$ cat config.mk
export PLATFORM = sky130hd
export DESIGN_NAME = dcache_req_stage_flat
export DESIGN_NICKNAME = d
export VERILOG_FILES = /design/src/rtl/dcache_pkg.sv /design/src/rtl/cache_req_if.sv /design/src/rtl/dcache_req_stage.sv /design/src/flat_wrapper.sv
export SDC_FILE = /design/constraint.sdc
export NUM_CORES = 1
export LEC_CHECK = 0
export ABC_AREA = 1
export BUFFER_PORTS_ARGS = -buffer_cell sky130_fd_sc_hd__buf_4
export CAP_MARGIN = 20
export CORE_UTILIZATION = 43
export DETAILED_ROUTE_END_ITERATION = 16
export GPL_TIMING_DRIVEN = 0
export PLACE_DENSITY = 0.86
export SLEW_MARGIN = 10
export SYNTH_ARGS = -nofsm -noshare
export SYNTH_HDL_FRONTEND = slang
export SYNTH_SLANG_ARGS = --single-unit
$ cat constraint.sdc
create_clock -name clk_g -period 3.15 [get_ports clk_g]
set_input_delay 0.315 -clock clk_g [delete_from_list [all_inputs] [get_ports clk_g]]
set_output_delay 0.315 -clock clk_g [all_outputs]
set_load 0.05 [all_outputs]
$ cat src/rtl/dcache_pkg.sv
// dcache shared widths, data types and address/word helpers
package dcache_pkg;

    localparam int ADDR_W     = 32;
    localparam int WORD_W     = 32;
    localparam int LINE_WORDS = 4;
    localparam int LINE_W     = WORD_W * LINE_WORDS;
    localparam int OFFSET_W   = 4;
    localparam int WSEL_W     = $clog2(LINE_WORDS);

    typedef logic [WORD_W-1:0]   word_t;
    typedef logic [LINE_W-1:0]   line_t;  // word 0 in the low bits
    typedef logic [WORD_W/8-1:0] strb_t;

    function automatic logic [WSEL_W-1:0] word_sel(input logic [ADDR_W-1:0] addr);
        return addr[OFFSET_W-1 -: WSEL_W];
    endfunction

    function automatic logic [ADDR_W-1:0] line_base(input logic [ADDR_W-1:0] addr);
        return {addr[ADDR_W-1:OFFSET_W], {OFFSET_W{1'b0}}};
    endfunction

    function automatic word_t line_word(input line_t line, input logic [WSEL_W-1:0] sel);
        return line[sel*WORD_W +: WORD_W];
    endfunction

    function automatic line_t put_word(input line_t line, input logic [WSEL_W-1:0] sel,
                                       input word_t w);
        line_t res;
        res = line;
        res[sel*WORD_W +: WORD_W] = w;
        return res;
    endfunction

    // new bytes where strobe set, old bytes elsewhere
    function automatic word_t merge_bytes(input word_t old_w, input word_t new_w,
                                          input strb_t strb);
        word_t res;
        for (int b = 0; b < WORD_W/8; b++) begin
            res[b*8 +: 8] = strb[b] ? new_w[b*8 +: 8] : old_w[b*8 +: 8];
        end
        return res;
    endfunction

endpackage

$ cat src/rtl/cache_req_if.sv
// buffered cpu request passed from the request stage to the lookup stage
`timescale 1ns/1ns
interface cache_req_if;

    logic                          valid;
    logic                          wr;
    logic [dcache_pkg::ADDR_W-1:0] addr;
    dcache_pkg::strb_t             wstrb;
    dcache_pkg::word_t             wdata;
    logic                          advance;  // lookup done with current request, or empty

    modport stage (
        output valid,
        output wr,
        output addr,
        output wstrb,
        output wdata,
        input  advance
    );

    modport lookup (
        input  valid,
        input  wr,
        input  addr,
        input  wstrb,
        input  wdata,
        output advance
    );

endinterface

$ cat src/rtl/dcache_req_stage.sv
// request buffer stage, takes cpu requests and drives the ram read index
`timescale 1ns/1ns
module dcache_req_stage #(
    parameter int SET_NUM = 16
) (
    input  logic                          clk_g,
    input  logic                          resetn,
    input  logic                          req,
    input  logic                          wr,
    input  logic [dcache_pkg::ADDR_W-1:0] addr,
    input  dcache_pkg::strb_t             wstrb,
    input  dcache_pkg::word_t             wdata,
    output logic                          addr_ok,
    output logic [$clog2(SET_NUM)-1:0]    rd_index,
    cache_req_if.stage                    rq
);

    localparam int INDEX_W = $clog2(SET_NUM);

    logic accept;

    assign addr_ok = req && rq.advance;
    assign accept  = addr_ok;

    // ram output must line up with what sits in the buffer next cycle
    assign rd_index = accept ? addr[dcache_pkg::OFFSET_W +: INDEX_W]
                             : rq.addr[dcache_pkg::OFFSET_W +: INDEX_W];

    always_ff @(posedge clk_g) begin
        if (!resetn) begin
            rq.valid <= 1'b0;
        end else if (rq.advance) begin
            rq.valid <= req;  // empties when nothing new arrives
        end
    end

    always_ff @(posedge clk_g) begin
        if (accept) begin
            rq.wr    <= wr;
            rq.addr  <= addr;
            rq.wstrb <= wstrb;
            rq.wdata <= wdata;
        end
    end

endmodule

$ cat src/flat_wrapper.sv
// flat-port wrapper written by rule: the top's interface ports become plain ports
module dcache_req_stage_flat 
#(
    parameter int SET_NUM = 16
)
  (clk_g, resetn, req, wr, addr, wstrb, wdata, addr_ok, rd_index, rq_valid, rq_wr, rq_addr, rq_wstrb, rq_wdata, rq_advance);
  cache_req_if rq_i ();
  input  logic clk_g;
  input  logic resetn;
  input  logic req;
  input  logic wr;
  input  logic [dcache_pkg::ADDR_W-1:0] addr;
  input  dcache_pkg::strb_t wstrb;
  input  dcache_pkg::word_t wdata;
  output logic addr_ok;
  output logic [$clog2(SET_NUM)-1:0] rd_index;
  output wire logic [$bits(rq_i.valid)-1:0] rq_valid;
  output wire logic [$bits(rq_i.wr)-1:0] rq_wr;
  output wire logic [$bits(rq_i.addr)-1:0] rq_addr;
  output wire logic [$bits(rq_i.wstrb)-1:0] rq_wstrb;
  output wire logic [$bits(rq_i.wdata)-1:0] rq_wdata;
  input wire logic [$bits(rq_i.advance)-1:0] rq_advance;
  assign rq_valid = rq_i.valid;
  assign rq_wr = rq_i.wr;
  assign rq_addr = rq_i.addr;
  assign rq_wstrb = rq_i.wstrb;
  assign rq_wdata = rq_i.wdata;
  assign rq_i.advance = rq_advance;
  dcache_req_stage #(.SET_NUM(SET_NUM)) u_core (.clk_g(clk_g), .resetn(resetn), .req(req), .wr(wr), .addr(addr), .wstrb(wstrb), .wdata(wdata), .addr_ok(addr_ok), .rd_index(rd_index), .rq(rq_i));
endmodule
==> flow_metrics.py <==
metrics = {
    "grt": {
        "first_global_vias": 1414,
        "grt_usage_pct": 17.39,
        "grt_busiest_layer": "met2",
        "grt_overflow": 0,
        "met1_usage_pct": 17.34,
        "grt_max_degree": 75,
        "antenna_found_initial": 0,
        "grt_pass1_wl_um": 6561,
        "met3_usage_pct": 6.630,
        "grt_use_met2_pct": 31.26,
    },
    "pwr": {
        "power_density_nw_per_um2": 596.4,
        "ir_drop_uv": 342.9,
        "p_switching_mw": 0.5828,
        "pwr-share-comb_pct": 20.4,
        "intPower_mw": 1.504,
        "p_clk_share_pct": 26.3,
        "leakagePower_nw": 1.496,
        "p_seq_share_pct": 53.3,
        "switching_share_pct": 27.93,
    },
    "clock_network": {
        "cts_tree": "done",
        "cts-buffers-inserted": 9,
        "post_cts_buffers": 0,
        "max-clock-path-buffers": 2,
        "clkTransAtPathRegs_ns": 0.07,
        "hold_buffers": 0,
        "cts-root-buf": "clkbuf_8",
        "ctsResizeCount": 0,
        "worstSkewPairLatency_ns": 0.31,
        "htreeDepth": 3,
        "cts_sinks": 70,
    },
    "timing": {
        "finalCritPeriodShare_pct": 59.08,
        "max_freq_mhz": 537.3,
        "min_period_ns": 1.861,
        "slew_violations": 0,
        "relSlewSlack_pct": 43.35,
        "grt_setup_unrepaired": "no",
        "fin_setup_tns_ns": 0,
        "finClkSkew_ns": 0,
        "setup_slack_ns": 1.289,
        "worst_pin_slew_ns": 0.8498,
        "timing_hold_violations_final": 0,
        "setup_viol": 0,
    },
    "floorplan": {
        "start_util_pct": 45.20,
        "fp.dieArea_um2": 5319,
        "die_h_um": 72.93,
        "rows": 25,
        "core-area_um2": 4786,
        "dieWidth_um": 72.93,
        "ioPinCount": 148,
    },
    "logic_synthesis": {
        "synth.mux.area_fraction_pct": 0,
        "synth_area_leaders": "edfxtp_1 96%, nand2_1 2.3%, dfxtp_1 0.93%, inv_1 0.35%, nand2_2 0.29%",
        "synthArstFlopShare_pct": 0,
        "yosys.cell_types.count": 7,
        "yosysSeqAreaShare_pct": 96.70,
        "yosys.area_share.simple_pct": 2.545,
        "yosys.area_share.adder_pct": 0,
        "synth_ff_type": "edfxtp_1",
        "synth_xor_area_share_pct": 0,
        "synth_seq_cells": 70,
        "postSynthCellCount": 88,
        "synth_top_area_cell": "edfxtp_1",
        "avgSynthCellArea_um2": 24.58,
        "yosys-top-cells-count": "69 x edfxtp_1, 13 x nand2_1, 2 x inv_1",
        "synth_compound_area_share_pct": 0.2313,
        "yosysMostFrequentCell": "edfxtp_1",
        "syn_area_um2": 2163,
        "syn-num-nets": 161,
        "synth_top_family_by_area": "simple AND/OR/NAND/NOR gates",
        "synth_top_area_share_pct": 95.78,
        "synth_edf_count": 69,
        "yosysWarnings": 0,
    },
    "final_layout": {
        "fillers": 325,
        "multi_input_area_um2": 60.06,
        "final_cells": 316,
        "antenna_cells": 0,
        "area_growth_pct": 61.71,
        "nets": 319,
        "final_util_pct": 73.10,
        "regArea_um2": 2092,
        "drive_gt1_share_pct": 64.26,
    },
    "critical_path": {
        "slowest_delay_ns": 0.62,
        "path_cells": "buf_4 > nand2_2 > inv_4 > nand2_1 > nand2_1 > buf_4",
        "ff2ff_setup_slack_ns": 2.59,
        "critPathKind": "in -> out",
        "cp.arrival_ns": 1.55,
        "reg2reg_to": "u_core.rq.valid$_SDFFE_PN0P_",
        "reg2regPathDepth": 2,
        "cp-start-kind": "input pin",
        "end_kind": "output port",
        "critPathMaxFanout": 74,
        "r2r-start": "u_core.rq.valid$_SDFFE_PN0P_",
        "worstPathRequired_ns": 2.83,
        "cp_slowest_cell": "inv_4",
    },
    "drt": {
        "ant_nets": 0,
        "dr.pass1.iters": 4,
        "routedWlPerCell_um": 14.46,
        "drcViolationCount": 0,
        "vias": 1372,
        "drt-total-wl_um": 4568,
        "dr.first_iter.drc_count": 50,
        "vias_per_cell": 4.342,
    },
    "flow_run": {
        "cap_viol_max_count": 0,
    },
    "placement": {
        "place_ws_ns": 1.257,
        "gp_congestion": 0.7436,
        "dp_hpwl_um": 3432,
        "portBuffers": 147,
        "dp_cells": 302,
    },
    "min_path": {
        "min_path_cells": 1,
        "hold_path_end": "u_core.rq.addr[21]$_DFFE_PP_",
        "hold_start": "addr[21]",
        "hold_path_class": "in -> reg",
    },
    "run_status": {
        "status": "finished clean",
    },
}
==> worst max path at each step <==
stage                     startpoint          end  depth (start not counted)
after floorplan           rq_advance  rd_index[0]                          4
after global placement    rq_advance  rd_index[3]                          6
after detailed placement  rq_advance  rd_index[3]                          6
after CTS                 rq_advance  rd_index[3]                          6
after global routing      rq_advance  rd_index[3]                          6
final                     rq_advance  rd_index[3]                          6
==> sequential cells by signal (all words and copies together) (netlist names) <==
| name | flops |
|---|---|
| u_core.rq.wdata | 32 |
| u_core.rq.wr | 1 |
| u_core.rq.wstrb | 4 |
| u_core.rq.addr | 32 |
| u_core.rq.valid | 1 |
==> power by group through the flow <==
| stage | combinational [mW] | sequential, mW | clock, mW |
|---|---|---|---|
| after floorplan | 0.0383 | 1.35 | 0 |
| after CTS | 0.429 | 1.11 | 0.569 |
| final | 0.426 | 1.11 | 0.548 |
| after detailed placement | 0.429 | 1.13 | 0 |
| after global placement | 0.423 | 1.13 | 0 |
| after global routing | 0.440 | 1.12 | 0.599 |
==> cells in the final DEF (no fill, tap or decap) <==
master	instances
a21oi_1	1
buf_4	147
clkbuf_1	2
clkbuf_8	9
clkinv_1	1
clkinv_2	2
dfxtp_1	1
edfxtp_1	69
inv_1	2
inv_4	1
nand2_1	13
nand2_2	1
==> stage by stage <==
step | hold slack [ns] | cell area [um2] | total power, mW
3_5_place_dp | 0.4561 | 3353 | 1.561
3_3_place_gp | 0.4459 | 3351 | 1.552
5_1_grt | 0.1457 | 3498 | 2.157
4_1_cts | 0.1492 | 3498 | 2.111
6_report | 0.1719 | 3498 | 2.087
2_1_floorplan | 0.4139 | 2163 | 1.384
==> worst max-delay path: cells and delay by family <==
family        cells  cell delay (ns)
simple gates      3             0.31
buf+inv           3             0.91
==> metal layers <==
| metal | up-vias | routed length, um |
|---|---|---|
| li1 | 649 | - |
| met1 | 632 | 1594 |
| met2 | 89 | 2508 |
| met3 | 2 | 447 |
| met4 | 0 | 17 |
| met5 | - | 0 |
==> layout make-up <==
type	instances	area share, %
flip-flops and latches	70	59.80
multi-input cells	15	1.717
repair buffers	147	31.55
inverters	3	0.3934
clock buffers	11	3.755
clock inverters	3	0.3934
well taps	67	2.396
==> kinds of logic (layout without fill, tap and decap cells) <==
group,Yosys count,count (layout)
compound gates,1,1
buf+inv,3,164
flops,70,70
simple gates,14,14
No activity file was read; power rests on OpenSTA's default activity.
