==> config.mk <==
export PLATFORM = sky130hd
export DESIGN_NAME = dcache_lookup_stage_flat
export DESIGN_NICKNAME = d
export VERILOG_FILES = /design/src/rtl/dcache_pkg.sv /design/src/rtl/cache_req_if.sv /design/src/rtl/miss_if.sv /design/src/rtl/cache_way_ram.sv /design/src/rtl/dcache_lookup_stage.sv /design/src/flat_wrapper.sv
export SDC_FILE = /design/constraint.sdc
export NUM_CORES = 2
export LEC_CHECK = 0
export BUFFER_PORTS_ARGS = -buffer_cell sky130_fd_sc_hd__buf_4
export CORE_MARGIN = 2
export CORE_UTILIZATION = 40
export DETAILED_ROUTE_END_ITERATION = 7
export PLACE_DENSITY_LB_ADDON = 0.2
export REMOVE_ABC_BUFFERS = 1
export SETUP_SLACK_MARGIN = 0.4
export SKIP_LAST_GASP = 1
export SLEW_MARGIN = 20
export SYNTH_ARGS = -nofsm -noshare
export SYNTH_HDL_FRONTEND = slang
export SYNTH_HIERARCHICAL = 1
export SYNTH_MEMORY_MAX_BITS = 65536
export SYNTH_SLANG_ARGS = --single-unit
==> constraint.sdc <==
create_clock -name clk_g -period 28.7 [get_ports clk_g]
set_input_delay 1.435 -clock clk_g [delete_from_list [all_inputs] [get_ports clk_g]]
set_output_delay 1.435 -clock clk_g [all_outputs]
set_load 0.01 [all_outputs]
==> src/rtl/dcache_pkg.sv <==
// dcache shared widths, data types and address/word helpers
package dcache_pkg;

    localparam int ADDR_W     = 32;
    localparam int WORD_W     = 32;
    localparam int LINE_WORDS = 4;
    localparam int LINE_W     = WORD_W * LINE_WORDS;
    localparam int OFFSET_W   = 4;
    localparam int WSEL_W     = $clog2(LINE_WORDS);

    typedef logic [WORD_W-1:0]   word_t;
    typedef logic [LINE_W-1:0]   line_t;  // word 0 in the low bits
    typedef logic [WORD_W/8-1:0] strb_t;

    function automatic logic [WSEL_W-1:0] word_sel(input logic [ADDR_W-1:0] addr);
        return addr[OFFSET_W-1 -: WSEL_W];
    endfunction

    function automatic logic [ADDR_W-1:0] line_base(input logic [ADDR_W-1:0] addr);
        return {addr[ADDR_W-1:OFFSET_W], {OFFSET_W{1'b0}}};
    endfunction

    function automatic word_t line_word(input line_t line, input logic [WSEL_W-1:0] sel);
        return line[sel*WORD_W +: WORD_W];
    endfunction

    function automatic line_t put_word(input line_t line, input logic [WSEL_W-1:0] sel,
                                       input word_t w);
        line_t res;
        res = line;
        res[sel*WORD_W +: WORD_W] = w;
        return res;
    endfunction

    // new bytes where strobe set, old bytes elsewhere
    function automatic word_t merge_bytes(input word_t old_w, input word_t new_w,
                                          input strb_t strb);
        word_t res;
        for (int b = 0; b < WORD_W/8; b++) begin
            res[b*8 +: 8] = strb[b] ? new_w[b*8 +: 8] : old_w[b*8 +: 8];
        end
        return res;
    endfunction

endpackage

==> src/rtl/cache_req_if.sv <==
// buffered cpu request passed from the request stage to the lookup stage
`timescale 1ns/1ns
interface cache_req_if;

    logic                          valid;
    logic                          wr;
    logic [dcache_pkg::ADDR_W-1:0] addr;
    dcache_pkg::strb_t             wstrb;
    dcache_pkg::word_t             wdata;
    logic                          advance;  // lookup done with current request, or empty

    modport stage (
        output valid,
        output wr,
        output addr,
        output wstrb,
        output wdata,
        input  advance
    );

    modport lookup (
        input  valid,
        input  wr,
        input  addr,
        input  wstrb,
        input  wdata,
        output advance
    );

endinterface

==> src/rtl/miss_if.sv <==
// victim writeback and refill exchange between lookup stage and miss controller
`timescale 1ns/1ns
interface miss_if;

    logic                          start;         // one cycle
    logic                          victim_dirty;
    logic [dcache_pkg::ADDR_W-1:0] victim_addr;
    dcache_pkg::line_t             victim_line;
    logic [dcache_pkg::ADDR_W-1:0] fill_addr;
    logic                          done;          // one cycle, fill_line valid
    dcache_pkg::line_t             fill_line;

    modport lookup (
        output start,
        output victim_dirty,
        output victim_addr,
        output victim_line,
        output fill_addr,
        input  done,
        input  fill_line
    );

    modport miss (
        input  start,
        input  victim_dirty,
        input  victim_addr,
        input  victim_line,
        input  fill_addr,
        output done,
        output fill_line
    );

endinterface

==> src/rtl/cache_way_ram.sv <==
// single cache way storage, one registered read port and one write port
`timescale 1ns/1ns
module cache_way_ram #(
    parameter int  SET_NUM = 16,
    parameter type entry_t = logic
) (
    input  logic                       clk_g,
    input  logic                       we,
    input  logic [$clog2(SET_NUM)-1:0] waddr,
    input  entry_t                     wdata,
    input  logic [$clog2(SET_NUM)-1:0] raddr,
    output entry_t                     rdata
);

    entry_t mem [SET_NUM];

    always_ff @(posedge clk_g) begin
        if (we) begin
            mem[waddr] <= wdata;
        end
    end

    // read returns old contents on a same-cycle write
    always_ff @(posedge clk_g) begin
        rdata <= mem[raddr];
    end

endmodule

==> src/rtl/dcache_lookup_stage.sv <==
// lookup stage with tag compare, word select, store merge, bypass and way state
`timescale 1ns/1ns
module dcache_lookup_stage #(
    parameter int ASSOC_NUM = 2,
    parameter int SET_NUM   = 16
) (
    input  logic                       clk_g,
    input  logic                       resetn,
    input  logic [$clog2(SET_NUM)-1:0] rd_index,
    cache_req_if.lookup                rq,
    miss_if.lookup                     mi,
    output logic                       data_ok,
    output dcache_pkg::word_t          rdata
);

    localparam int INDEX_W = $clog2(SET_NUM);
    localparam int TAG_W   = dcache_pkg::ADDR_W - INDEX_W - dcache_pkg::OFFSET_W;
    localparam int WAY_W   = $clog2(ASSOC_NUM);
    localparam int WSEL_W  = dcache_pkg::WSEL_W;

    typedef logic [TAG_W-1:0] tag_t;

    tag_t                   req_tag;
    logic [INDEX_W-1:0]     req_index;
    logic [WSEL_W-1:0]      req_word;
    tag_t                   tag_rdata [ASSOC_NUM];
    dcache_pkg::line_t      line_rdata [ASSOC_NUM];
    dcache_pkg::line_t      way_line [ASSOC_NUM];
    logic [ASSOC_NUM-1:0]   hit_vec, tag_we, data_we;
    logic [WAY_W-1:0]       hit_way, victim;
    logic                   active, hit, busy, answered;
    dcache_pkg::line_t      hit_line, store_line, fill_line_m, wr_line;
    dcache_pkg::word_t      hit_word, store_word, fill_word;

    logic [ASSOC_NUM-1:0]   valid_bits [SET_NUM];
    logic [ASSOC_NUM-1:0]   dirty_bits [SET_NUM];
    logic [WAY_W-1:0]       rr_ptr [SET_NUM];

    // last stored word, covers a ram read issued in the same cycle as its write
    logic                   byp_valid;
    logic [WAY_W-1:0]       byp_way;
    logic [INDEX_W-1:0]     byp_index;
    logic [WSEL_W-1:0]      byp_word;
    dcache_pkg::word_t      byp_data;

    assign req_tag   = rq.addr[dcache_pkg::ADDR_W-1 -: TAG_W];
    assign req_index = rq.addr[dcache_pkg::OFFSET_W +: INDEX_W];
    assign req_word  = dcache_pkg::word_sel(rq.addr);
    assign active    = rq.valid && !answered;  // answered miss waits one cycle to retire
    assign victim    = rr_ptr[req_index];

    always_comb begin
        hit_vec = '0;
        hit_way = '0;
        for (int w = 0; w < ASSOC_NUM; w++) begin
            way_line[w] = line_rdata[w];
            if (byp_valid && byp_way == WAY_W'(w) && byp_index == req_index) begin
                way_line[w] = dcache_pkg::put_word(line_rdata[w], byp_word, byp_data);
            end
            if (valid_bits[req_index][w] && tag_rdata[w] == req_tag) begin
                hit_vec[w] = 1'b1;
                hit_way    = WAY_W'(w);
            end
        end
    end

    assign hit        = active && |hit_vec;
    assign hit_line   = way_line[hit_way];
    assign hit_word   = dcache_pkg::line_word(hit_line, req_word);
    assign store_word = dcache_pkg::merge_bytes(hit_word, rq.wdata, rq.wstrb);
    assign store_line = dcache_pkg::put_word(hit_line, req_word, store_word);

    assign fill_word   = dcache_pkg::line_word(mi.fill_line, req_word);
    assign fill_line_m = rq.wr ? dcache_pkg::put_word(mi.fill_line, req_word,
                             dcache_pkg::merge_bytes(fill_word, rq.wdata, rq.wstrb))
                               : mi.fill_line;
    assign wr_line     = mi.done ? fill_line_m : store_line;

    assign rq.advance = !active || hit;
    assign data_ok    = hit || mi.done;
    assign rdata      = mi.done ? fill_word : hit_word;

    assign mi.start        = active && !hit && !busy;
    assign mi.victim_dirty = valid_bits[req_index][victim] && dirty_bits[req_index][victim];
    assign mi.victim_addr  = {tag_rdata[victim], req_index, {dcache_pkg::OFFSET_W{1'b0}}};
    assign mi.victim_line  = way_line[victim];
    assign mi.fill_addr    = dcache_pkg::line_base(rq.addr);

    for (genvar w = 0; w < ASSOC_NUM; w++) begin : g_way
        assign tag_we[w]  = mi.done && victim == WAY_W'(w);
        assign data_we[w] = tag_we[w] || (hit && rq.wr && hit_way == WAY_W'(w));

        cache_way_ram #(
            .SET_NUM (SET_NUM),
            .entry_t (tag_t)
        ) u_tag (
            .clk_g (clk_g),
            .we    (tag_we[w]),
            .waddr (req_index),
            .wdata (req_tag),
            .raddr (rd_index),
            .rdata (tag_rdata[w])
        );

        cache_way_ram #(
            .SET_NUM (SET_NUM),
            .entry_t (dcache_pkg::line_t)
        ) u_line (
            .clk_g (clk_g),
            .we    (data_we[w]),
            .waddr (req_index),
            .wdata (wr_line),
            .raddr (rd_index),
            .rdata (line_rdata[w])
        );
    end

    always_ff @(posedge clk_g) begin
        if (!resetn) begin
            busy      <= 1'b0;
            answered  <= 1'b0;
            byp_valid <= 1'b0;
            for (int s = 0; s < SET_NUM; s++) begin
                valid_bits[s] <= '0;
                dirty_bits[s] <= '0;
                rr_ptr[s]     <= '0;
            end
        end else begin
            answered <= mi.done;
            if (mi.start) begin
                busy <= 1'b1;
            end else if (mi.done) begin
                busy <= 1'b0;
            end
            if (mi.done) begin
                valid_bits[req_index][victim] <= 1'b1;
                dirty_bits[req_index][victim] <= rq.wr;
                rr_ptr[req_index]             <= victim + WAY_W'(1);
                byp_valid                     <= 1'b0;  // way now holds the refill
            end else if (hit && rq.wr) begin
                dirty_bits[req_index][hit_way] <= 1'b1;
                byp_valid                      <= 1'b1;
            end
        end
    end

    always_ff @(posedge clk_g) begin
        if (hit && rq.wr) begin
            byp_way   <= hit_way;
            byp_index <= req_index;
            byp_word  <= req_word;
            byp_data  <= store_word;
        end
    end

endmodule

==> src/flat_wrapper.sv <==
// flat-port wrapper written by rule: the top's interface ports become plain ports
module dcache_lookup_stage_flat 
#(
    parameter int ASSOC_NUM = 2,
    parameter int SET_NUM   = 16
)
  (clk_g, resetn, rd_index, data_ok, rdata, rq_valid, rq_wr, rq_addr, rq_wstrb, rq_wdata, rq_advance, mi_start, mi_victim_dirty, mi_victim_addr, mi_victim_line, mi_fill_addr, mi_done, mi_fill_line);
  cache_req_if rq_i ();
  miss_if mi_i ();
  input  logic clk_g;
  input  logic resetn;
  input  logic [$clog2(SET_NUM)-1:0] rd_index;
  output logic data_ok;
  output dcache_pkg::word_t rdata;
  input wire logic [$bits(rq_i.valid)-1:0] rq_valid;
  input wire logic [$bits(rq_i.wr)-1:0] rq_wr;
  input wire logic [$bits(rq_i.addr)-1:0] rq_addr;
  input wire logic [$bits(rq_i.wstrb)-1:0] rq_wstrb;
  input wire logic [$bits(rq_i.wdata)-1:0] rq_wdata;
  output wire logic [$bits(rq_i.advance)-1:0] rq_advance;
  output wire logic [$bits(mi_i.start)-1:0] mi_start;
  output wire logic [$bits(mi_i.victim_dirty)-1:0] mi_victim_dirty;
  output wire logic [$bits(mi_i.victim_addr)-1:0] mi_victim_addr;
  output wire logic [$bits(mi_i.victim_line)-1:0] mi_victim_line;
  output wire logic [$bits(mi_i.fill_addr)-1:0] mi_fill_addr;
  input wire logic [$bits(mi_i.done)-1:0] mi_done;
  input wire logic [$bits(mi_i.fill_line)-1:0] mi_fill_line;
  assign rq_i.valid = rq_valid;
  assign rq_i.wr = rq_wr;
  assign rq_i.addr = rq_addr;
  assign rq_i.wstrb = rq_wstrb;
  assign rq_i.wdata = rq_wdata;
  assign rq_advance = rq_i.advance;
  assign mi_start = mi_i.start;
  assign mi_victim_dirty = mi_i.victim_dirty;
  assign mi_victim_addr = mi_i.victim_addr;
  assign mi_victim_line = mi_i.victim_line;
  assign mi_fill_addr = mi_i.fill_addr;
  assign mi_i.done = mi_done;
  assign mi_i.fill_line = mi_fill_line;
  dcache_lookup_stage #(.ASSOC_NUM(ASSOC_NUM), .SET_NUM(SET_NUM)) u_core (.clk_g(clk_g), .resetn(resetn), .rd_index(rd_index), .rq(rq_i), .mi(mi_i), .data_ok(data_ok), .rdata(rdata));
endmodule
==> impl_metrics.py <==
metrics = {
    "setup_path": {
        "crit_type": "input pin to output port",
        "worstRegToRegCells": 11,
        "start_kind": "input pin",
        "cp.required_ns": 27.26,
        "reg2reg_slack_ns": 21.99,
        "cp_max_fo": 45,
        "reg2reg_from": "u_core/g_way[1].u_tag/rdata[21]",
        "crit_path_end_kind": "output port",
        "worstPathArrival_ns": 7.94,
        "r2r-end": "u_core/g_way[1].u_line/mem[4][19]",
    },
    "detailed_routing": {
        "ant_nets": 0,
        "drcViolationCount": 0,
        "vias": 119803,
        "vias_per_cell": 6.28,
        "dr.pass1.iters": 8,
        "routed_wl_um": 727000,
        "drtIter0Drc": 16887,
        "drt-wirelength-per-cell_um": 38.1,
    },
    "die": {
        "initial_core_util_pct": 40.1,
        "pin_count": 433,
        "coreArea_mm2": 0.525,
        "rows": 266,
        "die_w_um": 729,
        "die_h_um": 729,
        "die-area_mm2": 0.532,
    },
    "placement": {
        "port-buffer-count": 422,
        "gp_congestion": 0.951,
        "dp_hpwl_um": 424000,
        "place_ws_ns": 19.61,
    },
    "synth": {
        "synth_edf_count": 4935,
        "synth.distinct_cells": 58,
        "ys_warn_count": 6,
        "ys_ff_latch": 5290,
        "ys_async_sr_fraction_pct": 0,
        "syn_area_mm2": 0.211,
        "avgSynthCellArea_um2": 19.2,
        "synth_ff_type": "edfxtp_1",
        "synth_cells": 10950,
        "ys_seq_area_share_pct": 73.8,
    },
    "cts": {
        "numCtsBuffers": 562,
        "ctsHoldBuffers": 0,
        "cts.path.max_buffers": 4,
        "cts_tree": "yes",
        "cts-root-buf": "clkbuf_16",
        "clock_latency_ns": 1.12,
        "clkTransAtPathRegs_ns": 0.06,
        "ctsResizeCount": 0,
        "cts_setup_buffers": 0,
        "cts_sinks": 5290,
        "htreeDepth": 6,
    },
    "final_layout": {
        "layout-drive-gt1-share_pct": 27.1,
        "areaGrowthSynthToFinish_pct": 15.5,
        "n_fill_cell": 43828,
        "mostFrequentLayoutCell": "edfxtp_1",
        "most-common-layout-cells": "4935 x edfxtp_1, 1202 x mux4_2, 780 x buf_4",
        "final_nets": 11828,
    },
    "timing": {
        "timing.final.ws_setup_ns": 19.32,
        "slew-limit-headroom_pct": 12.7,
        "finalHoldViolCount": 0,
        "max_slew.worst_pin.slew_ns": 1.30,
        "finalCritPeriodShare_pct": 32.7,
        "slew_viol_final": 0,
        "skew_ns": 0.146,
        "setup_viol": 0,
        "grt_setup_unrepaired": "false",
        "tns_ns": 0,
        "fin_crit_ns": 9.38,
        "clock.fmax_mhz": 107,
    },
    "grt": {
        "gr-total-overflow": 0,
        "grt_max_degree": 130,
        "antenna_found_initial": 73,
        "grt.total_usage_pct": 26.7,
        "grt_pass1_vias": 116995,
        "grt_pass1_wl_um": 977000,
    },
    "job": {
        "drv_cap": 0,
    },
    "status": {
        "outcome": "complete, no violations",
    },
    "worst_hold_path": {
        "min_from": "u_core/valid_bits[7][0]",
        "min_path_cells": 1,
        "hold_path_class": "flip-flop to flip-flop",
        "whs_endpoint": "u_core/valid_bits[7][0]",
    },
    "power_and_ir_drop": {
        "p_leak_uw": 0.0783,
        "ir_drop_mv": 0.0730,
        "p_per_area_mw_per_mm2": 71.1,
    },
}
## kinds of logic (layout without fill, tap and decap cells)
kind of cell | count (synthesis) | after routing | share of synthesized area (%)
muxes | 1774 | 1774 | 15.6
xor gates and xnor gates | 52 | 52 | 0.216
adders and majority gates | 10 | 10 | 0.0594
other | 1 | 40 | 0.00178
AOI/OAI and AO/OA | 1767 | 1767 | 5.82
and+or+nand+nor | 1210 | 1210 | 2.58
buffers and inverters | 846 | 1974 | 1.92
DFF | 5290 | 5290 | 73.8
## routing by layer
layer / track usage (%) / wire length (um) / vias up
met5: 0 / 234 / -
met4: 12.1 / 38700 / 38
met3: 7.85 / 83700 / 1597
met2: 41.0 / 330000 / 7422
met1: 35.2 / 275000 / 64001
li1: - / - / 46745
## flip-flops by register name, indices dropped and copies added, names as in the netlist
signal and cells:
u_core/answered 1, u_core/byp_data 32, u_core/byp_index 4, u_core/rr_ptr 16
u_core/byp_word 2, u_core/dirty_bits 32, u_core/g_way.u_line/rdata 256, u_core/byp_valid 1
u_core/valid_bits 32, u_core/busy 1, u_core/g_way.u_tag/rdata 48, u_core/g_way.u_tag/mem 768
u_core/g_way.u_line/mem 4096, u_core/byp_way 1
## area by class of cell
cell class                 count  area, um^2  area share, %
sequential                  5290      155000           63.8
multi-input combinational   4821       53400           22.0
clock buffer                 762       15400           6.33
tap                         6968        8720           3.58
timing repair buffer         863        7180           2.95
clock inverter               274        2860           1.18
inverter                      75         287          0.118
antenna                       32        80.1         0.0329
## synth_stat cells, drive strengths merged, types with 28 or more instances
master,number,area [um^2]
buf,341,2150
inv,74,278
o21ai,275,1380
o21a,58,435
a21oi,228,1140
nand2b,66,413
o31ai,98,736
and2,41,257
a31oi,36,225
edfxtp,4935,148000
a21o,124,931
o221a,34,383
clkbuf,430,1610
dfxtp,355,7110
a22o,31,272
nor2b,58,363
a22oi,530,3980
nand2,573,2150
nor2,263,992
mux2i,500,5020
mux4,1202,27100
o22ai,113,707
o221ai,55,482
mux2,72,811
nand4,86,538
a221oi,139,1220
nand3,51,255
xnor2,28,245
## where the power goes
group          total [uW]  internal, uW  switching, uW
logic                1380           441            939
registers            8730          8650           82.4
clock network        7170          4090           3080
total               17300         13200           4110
## worst max path at each step
stage	from	endpoint	slack, ns	cells after the start
finish	rq_addr[4]	rdata[1]	19.32	14
global route	rq_addr[4]	rdata[17]	19.34	14
CTS	rq_addr[4]	rdata[18]	19.58	13
detailed placement	rq_addr[4]	rdata[18]	19.61	13
global placement	rq_addr[4]	rdata[18]	19.67	13
floorplan	rq_addr[4]	u_core/g_way[0].u_line/mem[0][0]	12.23	7
## critical path, stage by stage
cell and delay, ns:
buf_4 0.38, buf_4 0.57, mux4_2 0.58, mux2i_1 0.19, mux2_2 0.29, or4_4 0.25, buf_4 0.71, buf_4 0.90
mux2i_1 1.00, a22o_1 0.27, a221oi_1 0.05, buf_4 0.23, o21ai_0 0.62, buf_4 0.27
## metrics by stage
stage	hold WS, ns	cell area (um^2)	power (uW)	instances	util (%)
finish	0.460	243000	17300	19085	46.4
global route	0.479	243000	17700	19067	46.4
CTS	0.461	243000	17300	19015	46.3
detailed placement	0.449	224000	10200	17979	42.8
global placement	0.431	224000	10200	17974	42.7
floorplan	0.418	207000	9450	10186	-
Power figures use the tool's default switching activity.
