**config.mk**
```make
export PLATFORM = sky130hd
export DESIGN_NAME = dcache_miss_ctrl_flat
export DESIGN_NICKNAME = d
export VERILOG_FILES = /design/src/rtl/dcache_pkg.sv /design/src/rtl/miss_if.sv /design/src/rtl/dcache_miss_ctrl.sv /design/src/flat_wrapper.sv
export SDC_FILE = /design/constraint.sdc
export NUM_CORES = 1
export LEC_CHECK = 0
export ABC_AREA = 1
export BUFFER_PORTS_ARGS = -buffer_cell sky130_fd_sc_hd__buf_2
export CAP_MARGIN = 10
export CORE_AREA = 3 3 252 254
export CTS_CLUSTER_DIAMETER = 40
export DETAILED_ROUTE_END_ITERATION = 6
export DIE_AREA = 0 0 255 257
export SLEW_MARGIN = 20
export SYNTH_ARGS = -nofsm -noshare
export SYNTH_HDL_FRONTEND = slang
export SYNTH_SLANG_ARGS = --single-unit
```
**constraint.sdc**
```tcl
create_clock -name clk_g -period 0.96 [get_ports clk_g]
set_input_delay 0.144 -clock clk_g [delete_from_list [all_inputs] [get_ports clk_g]]
set_output_delay 0.144 -clock clk_g [all_outputs]
set_load 0.03 [all_outputs]
```
**src/rtl/dcache_pkg.sv**
```systemverilog
// dcache shared widths, data types and address/word helpers
package dcache_pkg;

    localparam int ADDR_W     = 32;
    localparam int WORD_W     = 32;
    localparam int LINE_WORDS = 4;
    localparam int LINE_W     = WORD_W * LINE_WORDS;
    localparam int OFFSET_W   = 4;
    localparam int WSEL_W     = $clog2(LINE_WORDS);

    typedef logic [WORD_W-1:0]   word_t;
    typedef logic [LINE_W-1:0]   line_t;  // word 0 in the low bits
    typedef logic [WORD_W/8-1:0] strb_t;

    function automatic logic [WSEL_W-1:0] word_sel(input logic [ADDR_W-1:0] addr);
        return addr[OFFSET_W-1 -: WSEL_W];
    endfunction

    function automatic logic [ADDR_W-1:0] line_base(input logic [ADDR_W-1:0] addr);
        return {addr[ADDR_W-1:OFFSET_W], {OFFSET_W{1'b0}}};
    endfunction

    function automatic word_t line_word(input line_t line, input logic [WSEL_W-1:0] sel);
        return line[sel*WORD_W +: WORD_W];
    endfunction

    function automatic line_t put_word(input line_t line, input logic [WSEL_W-1:0] sel,
                                       input word_t w);
        line_t res;
        res = line;
        res[sel*WORD_W +: WORD_W] = w;
        return res;
    endfunction

    // new bytes where strobe set, old bytes elsewhere
    function automatic word_t merge_bytes(input word_t old_w, input word_t new_w,
                                          input strb_t strb);
        word_t res;
        for (int b = 0; b < WORD_W/8; b++) begin
            res[b*8 +: 8] = strb[b] ? new_w[b*8 +: 8] : old_w[b*8 +: 8];
        end
        return res;
    endfunction

endpackage

```
**src/rtl/miss_if.sv**
```systemverilog
// victim writeback and refill exchange between lookup stage and miss controller
`timescale 1ns/1ns
interface miss_if;

    logic                          start;         // one cycle
    logic                          victim_dirty;
    logic [dcache_pkg::ADDR_W-1:0] victim_addr;
    dcache_pkg::line_t             victim_line;
    logic [dcache_pkg::ADDR_W-1:0] fill_addr;
    logic                          done;          // one cycle, fill_line valid
    dcache_pkg::line_t             fill_line;

    modport lookup (
        output start,
        output victim_dirty,
        output victim_addr,
        output victim_line,
        output fill_addr,
        input  done,
        input  fill_line
    );

    modport miss (
        input  start,
        input  victim_dirty,
        input  victim_addr,
        input  victim_line,
        input  fill_addr,
        output done,
        output fill_line
    );

endinterface

```
**src/rtl/dcache_miss_ctrl.sv**
```systemverilog
// miss FSM, dirty victim writeback then line refill over the memory port
`timescale 1ns/1ns
module dcache_miss_ctrl (
    input  logic                          clk_g,
    input  logic                          resetn,
    miss_if.miss                          mi,
    output logic                          rd_req,
    output logic [dcache_pkg::ADDR_W-1:0] rd_addr,
    input  logic                          rd_rdy,
    input  logic                          ret_valid,
    input  dcache_pkg::line_t             ret_data,
    output logic                          wr_req,
    output logic [dcache_pkg::ADDR_W-1:0] wr_addr,
    output dcache_pkg::line_t             wr_data,
    input  logic                          wr_rdy,
    input  logic                          wr_b_valid
);

    typedef enum logic [2:0] {
        S_IDLE,
        S_WR_REQ,
        S_WR_WAIT,
        S_RD_REQ,
        S_RD_WAIT
    } state_t;

    state_t state, state_next;

    always_ff @(posedge clk_g) begin
        if (!resetn) begin
            state <= S_IDLE;
        end else begin
            state <= state_next;
        end
    end

    always_comb begin
        state_next = state;
        case (state)
            S_IDLE: begin
                if (mi.start) begin
                    state_next = mi.victim_dirty ? S_WR_REQ : S_RD_REQ;
                end
            end
            S_WR_REQ: begin
                if (wr_rdy) begin
                    state_next = S_WR_WAIT;
                end
            end
            S_WR_WAIT: begin
                if (wr_b_valid) begin
                    state_next = S_RD_REQ;
                end
            end
            S_RD_REQ: begin
                if (rd_rdy) begin
                    state_next = S_RD_WAIT;
                end
            end
            S_RD_WAIT: begin
                if (ret_valid) begin
                    state_next = S_IDLE;
                end
            end
            default: state_next = S_IDLE;
        endcase
    end

    // lookup holds victim and fill addresses stable until done
    assign wr_req  = state == S_WR_REQ;
    assign wr_addr = mi.victim_addr;
    assign wr_data = mi.victim_line;
    assign rd_req  = state == S_RD_REQ;
    assign rd_addr = mi.fill_addr;

    assign mi.done      = state == S_RD_WAIT && ret_valid;
    assign mi.fill_line = ret_data;

endmodule

```
**src/flat_wrapper.sv**
```systemverilog
// flat-port wrapper written by rule: the top's interface ports become plain ports
module dcache_miss_ctrl_flat 
  (clk_g, resetn, rd_req, rd_addr, rd_rdy, ret_valid, ret_data, wr_req, wr_addr, wr_data, wr_rdy, wr_b_valid, mi_start, mi_victim_dirty, mi_victim_addr, mi_victim_line, mi_fill_addr, mi_done, mi_fill_line);
  miss_if mi_i ();
  input  logic clk_g;
  input  logic resetn;
  output logic rd_req;
  output logic [dcache_pkg::ADDR_W-1:0] rd_addr;
  input  logic rd_rdy;
  input  logic ret_valid;
  input  dcache_pkg::line_t ret_data;
  output logic wr_req;
  output logic [dcache_pkg::ADDR_W-1:0] wr_addr;
  output dcache_pkg::line_t wr_data;
  input  logic wr_rdy;
  input  logic wr_b_valid;
  input wire logic [$bits(mi_i.start)-1:0] mi_start;
  input wire logic [$bits(mi_i.victim_dirty)-1:0] mi_victim_dirty;
  input wire logic [$bits(mi_i.victim_addr)-1:0] mi_victim_addr;
  input wire logic [$bits(mi_i.victim_line)-1:0] mi_victim_line;
  input wire logic [$bits(mi_i.fill_addr)-1:0] mi_fill_addr;
  output wire logic [$bits(mi_i.done)-1:0] mi_done;
  output wire logic [$bits(mi_i.fill_line)-1:0] mi_fill_line;
  assign mi_i.start = mi_start;
  assign mi_i.victim_dirty = mi_victim_dirty;
  assign mi_i.victim_addr = mi_victim_addr;
  assign mi_i.victim_line = mi_victim_line;
  assign mi_i.fill_addr = mi_fill_addr;
  assign mi_done = mi_i.done;
  assign mi_fill_line = mi_i.fill_line;
  dcache_miss_ctrl u_core (.clk_g(clk_g), .resetn(resetn), .mi(mi_i), .rd_req(rd_req), .rd_addr(rd_addr), .rd_rdy(rd_rdy), .ret_valid(ret_valid), .ret_data(ret_data), .wr_req(wr_req), .wr_addr(wr_addr), .wr_data(wr_data), .wr_rdy(wr_rdy), .wr_b_valid(wr_b_valid));
endmodule
```
==> results of run 1 <==
path summary, 6_finish.rpt:
kind,startpoint,endpoint,depth (start not counted)
hold / removal,resetn,u_core.state[0]$_SDFFE_PN0P_,3
setup reg to reg,u_core.state[1]$_SDFFE_PN0P_,u_core.state[0]$_SDFFE_PN0P_,7
setup / recovery,u_core.state[1]$_SDFFE_PN0P_,wr_req,3
hold reg to reg,u_core.state[0]$_SDFFE_PN0P_,u_core.state[0]$_SDFFE_PN0P_,3
metal layers:
| metal | vias to the layer above | global-route usage [%] | share of wire [%] |
|---|---|---|---|
| li1 | 164 | - | - |
| met1 | 253 | 1.61 | 14 |
| met2 | 280 | 4.22 | 33 |
| met3 | 212 | 5.18 | 29 |
| met4 | 2 | 8.54 | 24 |
| met5 | - | 0 | 0.051 |
worst register-to-register path, stage by stage (launching register included):
cell     delay, ns
dfxtp_4       0.36
buf_6         0.13
nor3_4        0.19
nand2_1       0.10
nand3_1       0.09
nand2_1       0.05
nand2_1       0.05
nor2_1        0.03
stage by stage:
| step | util, % | hold slack (ns) |
|---|---|---|
| finish | 2.40 | 0.151 |
| global route | 2.40 | 0.175 |
| CTS | 2.37 | 0.149 |
| detailed placement | 2.18 | 0.288 |
| global placement | 2.18 | 0.288 |
| floorplan | - | 0.255 |
cell usage after synthesis:
cell and instances:
buf_4 320, a21oi_1 2, nor2_1 4, nand3_1 4
nand4_1 1, nand2_2 2, nand2_1 10, nor4_1 1
inv_2 4, a21oi_2 1, inv_1 5, nor3_1 1
dfxtp_1 3, nor2_2 1
what timing repair did:
item	in CTS	in global routing
buffers inserted	2	0
pin swaps	1	1
resized for setup	8	4
setup endpoints to repair	6	6
power breakdown:
part | internal [mW] | leakage (nW) | switching, mW | total, mW
clock network | 0.548 | 0.0382 | 0.119 | 0.668
logic | 0.387 | 0.186 | 0.424 | 0.811
registers | 0.205 | 0.0267 | 0.100 | 0.305
total | 1.14 | 0.251 | 0.643 | 1.78
area by class of cell:
| type | instances | share of cell area [%] |
|---|---|---|
| diodes | 1 | 0.169 |
| clock buffers | 4 | 5.33 |
| inverters | 9 | 2.62 |
| multi-input cells | 27 | 11.4 |
| flip-flops and latches | 3 | 4.83 |
| well taps | 790 | 66.9 |
| repair buffers | 17 | 8.72 |
cells by family after synthesis:
logic type | after synthesis | share of synthesized area (%)
buffers and inverters | 329 | 92.8
AOI/OAI and AO/OA | 3 | 0.715
DFF | 3 | 2.29
and+or+nand+nor | 24 | 4.15
==> metrics, run 1 <==
Clock transition at path regs=0.03 ns; DIE WIDTH=255 µm; clock latency at the later pin of the worst-skew pair=0.23 ns; register area=71.3 µm²; Total GRT Usage=3.97%; RSZ-0062 raised after global routing=yes; Inserted Clock Buffers=3; area leader, netlist=buf_4; Multi-input gate area=169 µm²; Crit Path Max Fanout=4; Final Skew=0.00258 ns; Final Hold Viols=0; First-pass DRT Iterations=4; max reg flops=3; initial antenna violation count=2; status=finished with violations; global route total overflow=0; largest registers=u_core.state: 3 flops; crit path kind=flip-flop to primary output; largest net degree at the start of global routing=6; Most flops, register=u_core.state; total die area=65,500 µm²; CP peak stage delay=0.36 ns; final setup TNS=-0.993 ns; first-pass GRT wire length=15,300 µm; Post-layout nets=389; share of layout cells above drive strength 1=60.0%; Clock Path Buffers=2; Syn Area/Cell=7.31 µm²; failing checks=setup timing; Hold Path Class=input pin to flip-flop; CP Launch Type=flip-flop; WL per Instance=16.2 µm; die height=257 µm; largest cells by area after synthesis=buf_4 (92%), dfxtp_1 (2.3%), nand2_1 (1.4%); Reg2Reg Setup Slack=-0.14 ns; most frequent cells in the layout=nand2_1 (9), buf_2 (7), inv_1 (5), buf_6 (5), buf_4 (5); final worst setup slack=-0.246 ns; CP endpoint kind=primary output; worst-path cell chain=buf_6 -> nor3_4 -> buf_6; non-filler cells, final=851; Area Growth Syn to Fin=-43.7%; post-route ant nets=0; maximum vdd drop=0.000513 V; CP Buf/Inv Count=2; Syn Nets=687; WP data required=0.82 ns; Slew @ Worst Pin=0.232 ns; post-place setup slack=-0.164 ns; # hold bufs at CTS=0; Overall Power=1.78 mW; Synth top area share=91.6%; clock sink total=3; hpwl dp=11,600 µm; dpl cells=844; fraction of the cycle the final worst path needs=126%; placed cell areas=1340 µm²; Worst EP arrival=1.06 ns; Most common cell on crit path=buf_6; Pleak=0.251 nW; yosys warns=0; Syn Std Cell Area=2620 µm²; Slew headroom=84.4%; Post-Syn Instances=359; Initial Utilization=4.27%; Fillers=7,360; minimum clock period=1.21 ns; fmax=0.829 GHz; CTS tree=built; Rows=91; register area share after synthesis=2.29%; final WL=13,800 µm; max_cap viols=0; H-tree depth=1; Final Cell Area=1480 µm²; Initial DRC Count=33; boundary pin count=651; most common cell after layout, fill and taps aside=nand2_1; Final setup violation count=6; Core Box Area=61,500 µm²; vias in the first global route=1,086; Seq cells post-synth=3; CP top delay family=flip-flops; # DRC=0; PortBufs=10; DR vias=911; Power Dens Cells=1210 nW/µm²; GP Congestion=0.529; Root Driver=clkbuf_16; Pins Over Slew Limit=0; Netlist cell types=14; Slowest-stage cell, CP=dfxtp_4; Vias/cell=1.07
No activity file was read; power rests on OpenSTA's default activity.
==> inputs of run 2 (changes only) <==
CORE_AREA = 2 2 251 253   (was 3 3 252 254)
DIE_AREA = 0 0 253 255   (was 0 0 255 257)
SKIP_LAST_GASP = 1   (was not set)
==> metrics, run 2 (synthesized netlist as in run 1, its figures left out) <==
status=finished with violations; failing checks=setup timing; Clock Path Buffers=2 (unchanged); Inserted Clock Buffers=3 (unchanged); CP endpoint kind=primary output; Post-layout nets=388 (-0.26%); hpwl dp=11,000 µm (-5.0%); most frequent cells in the layout=nand2_1 (7), buf_2 (7), buf_6 (7), nand2_2 (5), inv_1 (5); total die area=64,500 µm² (-1.6%); final worst setup slack=-0.323 ns (-0.0770 ns); Clk network pwr share=36.2% (-1.3 points); largest net degree at the start of global routing=6 (unchanged); final WL=13,400 µm (-2.3%); fraction of the cycle the final worst path needs=134% (+8.0 points); Slew @ Worst Pin=0.209 ns (-0.0231 ns); hold slack final=0.160 ns (+0.00955 ns); share of layout cells above drive strength 1=62.7% (+2.7 points); max reg flops=3 (unchanged); Pleak=0.251 nW (about the same); DR vias=969 (+6.4%); vias in the first global route=1,074 (-1.1%); initial antenna violation count=5 (+3); First-pass DRT Iterations=4 (unchanged); Final Hold Viols=0 (unchanged); H-tree depth=1 (unchanged); Total GRT Usage=3.79% (-0.18 points); boundary pin count=651 (unchanged); minimum clock period=1.28 ns (+0.0770 ns); Internal=1.19 mW (+4.0%); Final setup violation count=6 (unchanged); max_cap viols=0 (unchanged); Initial DRC Count=30 (-9.1%); dpl cells=852 (+0.95%); CP Launch Type=flip-flop; # hold bufs at CTS=0 (unchanged); GP Congestion=0.600 (+13%); Vias/cell=1.13 (+5.3%); Slew headroom=86.0% (+1.6 points); Final Cell Area=1490 µm² (+0.93%); clock sink total=3 (unchanged); fin util=2.40% (-0.0040 points); non-filler cells, final=860 (+1.1%); post-route ant nets=0 (unchanged); Root Driver=clkbuf_16; Flop pwr share=16.2% (-0.9 points); crit path kind=flip-flop to primary output; maximum vdd drop=0.000473 V (-7.9%); combinational power share=47.5% (+2.0 points); Area Growth Syn to Fin=-43.2%; # DRC=0 (unchanged); RSZ-0062 raised after global routing=yes; Worst EP arrival=1.14 ns (+0.08 ns); Pins Over Slew Limit=0 (unchanged); placed cell areas=1350 µm² (+0.28%); Rows=92 (+1.1%); Switching Share=36.4% (+0.30 points); Final Skew=0.00234 ns (-0.000242 ns); WP data required=0.82 ns (about the same); fmax=0.779 GHz (-6.0%); global route total overflow=0 (unchanged); Crit Path Max Fanout=4 (unchanged); WL per Instance=15.6 µm (-3.3%); first-pass GRT wire length=14,500 µm (-5.1%); Sw Pwr=0.677 mW (+5.3%); Most flops, register=u_core.state; Clock transition at path regs=0.03 ns (about the same); DIE WIDTH=253 µm (-0.78%); Initial Utilization=4.22% (-0.046 points); Power Dens Cells=1250 nW/µm² (+3.5%); post-place setup slack=-0.205 ns (-0.0415 ns); Hold Path Class=input pin to flip-flop; die height=255 µm (-0.78%); clock latency at the later pin of the worst-skew pair=0.23 ns (about the same); PortBufs=10 (unchanged); largest registers=u_core.state: 3 flops; Core Box Area=62,200 µm² (+1.1%); CTS tree=built
-- run 2: cell types whose count changed in the layout (fill, tap and decap cells not counted) --
cell,change
diode_2,+1
dfxtp_4,-1
inv_2,+1
dfxtp_2,+1
buf_6,+2
nand2_2,+2
nand2_1,-2
buf_4,-3
inv_4,-1
-- run 2: metal layers --
metal  share of wire, %  track usage (%)  vias up
li1                   -                -      165
met1                7.1            0.662      255
met2                 26             3.13      271
met3                 37             6.65      270
met4                 29             9.96        8
met5               0.36                0        -
-- run 2: power by group through the flow --
stage,sequential (mW),combinational (mW),clock (mW)
2_1_floorplan,0.313,2.95,0
3_3_place_gp,0.281,0.723,0
3_5_place_dp,0.284,0.730,0
4_1_cts,0.292,0.805,0.690
5_1_grt,0.308,0.970,0.696
6_report,0.302,0.886,0.675
-- run 2: worst max-delay path, cell delays in order (launching register included) --
cell	delay (ns)
dfxtp_4	0.35
buf_6	0.12
nor4_4	0.27
buf_6	0.17
-- run 2: path summary, 6_finish.rpt --
path	start	end	slack [ns]	cells past startpoint
worst min register to register	u_core.state[2]$_SDFFE_PN0P_	u_core.state[2]$_SDFFE_PN0P_	0.57	2
worst max register to register	u_core.state[1]$_SDFFE_PN0P_	u_core.state[0]$_SDFFE_PN0P_	-0.18	10
worst max-delay path	u_core.state[1]$_SDFFE_PN0P_	mi_done	-0.32	3
worst min-delay path	resetn	u_core.state[0]$_SDFFE_PN0P_	0.16	3
-- run 2: area by class of cell --
cell class              instances  area (µm²)
diodes                          2        5.00
repair buffers                 16         129
multi-input cells              27         174
clock buffers                   4        78.8
inverters                       9        36.3
flip-flops and latches          3        68.8
fillers                      7448       60700
well taps                     799        1000
-- run 2: repair_timing --
action	in CTS	in global routing
gates cloned	0	0
setup endpoints to repair	6	6
buffers inserted	0	2
pin swaps	2	3
resized for setup	8	6
-- run 2: through the flow --
step	setup TNS, ns	power (mW)
after detailed placement	-0.689	1.01
after floorplan	-0.617	3.26
after global placement	-0.685	1.00
final	-1.25	1.86
after CTS	-1.30	1.79
after global routing	-1.61	1.97
==> inputs of run 3 (changes only) <==
PLACE_DENSITY = 0.3   (was not set)
clock period = 1.05 ns   (was 0.96 ns; I/O delays follow)
==> metrics, run 3 (synthesized netlist as in run 1, its figures left out) <==
Clock Path Buffers=2 (unchanged); Final Skew=0.00293 ns (+0.000587 ns); Slew @ Worst Pin=0.367 ns (+0.158 ns); max_cap viols=0 (unchanged); Slowest-stage cell, CP=dfxtp_4; Final Cell Area=1540 µm² (+3.4%); CP Launch Type=flip-flop; Final Hold Viols=0 (unchanged); placed cell areas=1460 µm² (+8.4%); Reg2Reg Setup Slack=-0.13 ns (+0.05 ns); initial antenna violation count=3 (-2); crit path launch=u_core.state[1]$_SDFFE_PN0P_; crit path kind=flip-flop to primary output; Vias/cell=1.05 (-7.2%); max reg flops=3 (unchanged); Power Dens Cells=1150 nW/µm² (-8.3%); fmax=0.777 GHz; origin of the critical flop-to-flop path=u_core.state[1]$_SDFFE_PN0P_; total die area=64,500 µm² (unchanged); non-filler cells, final=860 (unchanged); CP peak stage delay=0.35 ns (about the same); die height=255 µm (unchanged); Clock transition at path regs=0.03 ns (about the same); post-route ant nets=0 (unchanged); Area Growth Syn to Fin=-41.2%; Pleak=0.274 nW (+9.0%); RSZ-0062 raised after global routing=yes; most common cell after layout, fill and taps aside=nand2_1; Worst EP arrival=1.13 ns (about the same); worst-path cell chain=buf_12 -> nor4_4 -> buf_12; Rows=92 (unchanged); postcts setup bufs=0 (unchanged); WP data required=0.89 ns (+0.07 ns); # hold bufs at CTS=0 (unchanged); Fillers=7,453 (+0.067%); share of layout cells above drive strength 1=57.4% (-5.3 points); minimum clock period=1.29 ns; status=finished with violations; Most common cell on crit path=buf_12; maximum vdd drop=0.000362 V (-23%); largest net degree at the start of global routing=6 (unchanged); global route total overflow=0 (unchanged); PortBufs=10 (unchanged); Pins Over Slew Limit=0 (unchanged); Total GRT Usage=3.79% (-0.0043 points); Hold Path Class=input pin to flip-flop; final WL=13,100 µm (-2.7%); First-pass DRT Iterations=3 (-1); GP Congestion=0.569 (-5.2%); Post-layout nets=390 (+0.52%); WL per Instance=15.2 µm (-2.7%); clock sink total=3 (unchanged); H-tree depth=1 (unchanged); CTS tree=built; dpl cells=856 (+0.47%); reg-to-reg endpoint=u_core.state[0]$_SDFFE_PN0P_; fraction of the cycle the final worst path needs=123%; # DRC=0 (unchanged); DIE WIDTH=253 µm (unchanged); DR vias=899 (-7.2%); Worst Reg2Reg Path Length in Cells=8 (-2); Root Driver=clkbuf_16; failing checks=setup timing; n_diodes=0 (-2); vias in the first global route=1,097 (+2.1%); clock latency at the later pin of the worst-skew pair=0.23 ns (about the same); largest registers=u_core.state: 3 flops; boundary pin count=651 (unchanged); Slew headroom=75.5% (-10 points); CP endpoint kind=primary output; Final setup violation count=6 (unchanged); Initial Utilization=4.22% (unchanged); Inserted Clock Buffers=3 (unchanged); CP Capture Point=mi_done; final worst setup slack=-0.237 ns (+0.0867 ns); first-pass GRT wire length=14,700 µm (+1.1%); most frequent cells in the layout=nand2_1 (9), buf_2 (7), buf_12 (6), inv_1 (5); Initial DRC Count=40 (+33%); Core Box Area=62,200 µm² (unchanged); Crit Path Max Fanout=4 (unchanged); Most flops, register=u_core.state
[run 3: cell count changes in the layout (fill, tap and decap cells not counted), sizes merged]
cell	before	now
buf	16	18
diode	2	0
[run 3: final cells by class]
type / count / area (µm²) / area share (%)
Clock buffer: 4 / 78.8 / 5.11
Multi-Input combinational cell: 27 / 161 / 10.5
Tap cell: 799 / 1000 / 64.9
Inverter: 9 / 36.3 / 2.35
Sequential cell: 3 / 68.8 / 4.46
Timing Repair Buffer: 18 / 196 / 12.7
[run 3: worst max-delay path, delay by kind of cell, from the launching register on]
kind                   cells  cell delay, ns
buffers and inverters      2            0.29
DFF                        1            0.35
and+or+nand+nor            1            0.26
[run 3: worst min path at each step]
stage / start / end / slack (ns) / cells past startpoint
after floorplan: resetn / u_core.state[0]$_SDFFE_PN0P_ / 0.27 / 2
after global placement: ret_data[103] / mi_fill_line[103] / 0.32 / 0
after detailed placement: ret_data[103] / mi_fill_line[103] / 0.32 / 0
after CTS: resetn / u_core.state[0]$_SDFFE_PN0P_ / 0.27 / 3
after global routing: resetn / u_core.state[0]$_SDFFE_PN0P_ / 0.29 / 3
final: resetn / u_core.state[0]$_SDFFE_PN0P_ / 0.27 / 3
[run 3: what timing repair did]
action,4_1_cts,5_1_grt
setup endpoints to repair,6,6
gates resized for setup,1,0
pin swaps,1,1
[run 3: layer usage]
metal | GRT usage [%] | vias to the layer above | share of wire (%)
met5 | 0 | - | 0
met3 | 4.98 | 204 | 29
met4 | 9.69 | 0 | 28
li1 | - | 165 | -
met1 | 1.66 | 226 | 15
met2 | 3.25 | 304 | 28
[run 3: where the power goes]
part	internal (mW)	switching [mW]	total, mW	leakage [nW]
registers	0.187	0.0918	0.279	0.0264
clock network	0.502	0.110	0.612	0.0382
logic	0.453	0.423	0.876	0.209
[run 3: metrics by stage]
step	setup WS (ns)	utilization (%)	hold WS (ns)	power, mW	setup TNS [ns]
2_1_floorplan	-0.163	-	0.268	2.98	-0.318
3_3_place_gp	-0.176	2.35	0.315	1.17	-0.473
3_5_place_dp	-0.173	2.35	0.315	1.16	-0.489
4_1_cts	-0.250	2.48	0.267	1.80	-0.921
5_1_grt	-0.272	2.48	0.287	1.88	-1.37
6_report	-0.237	2.48	0.266	1.77	-0.852
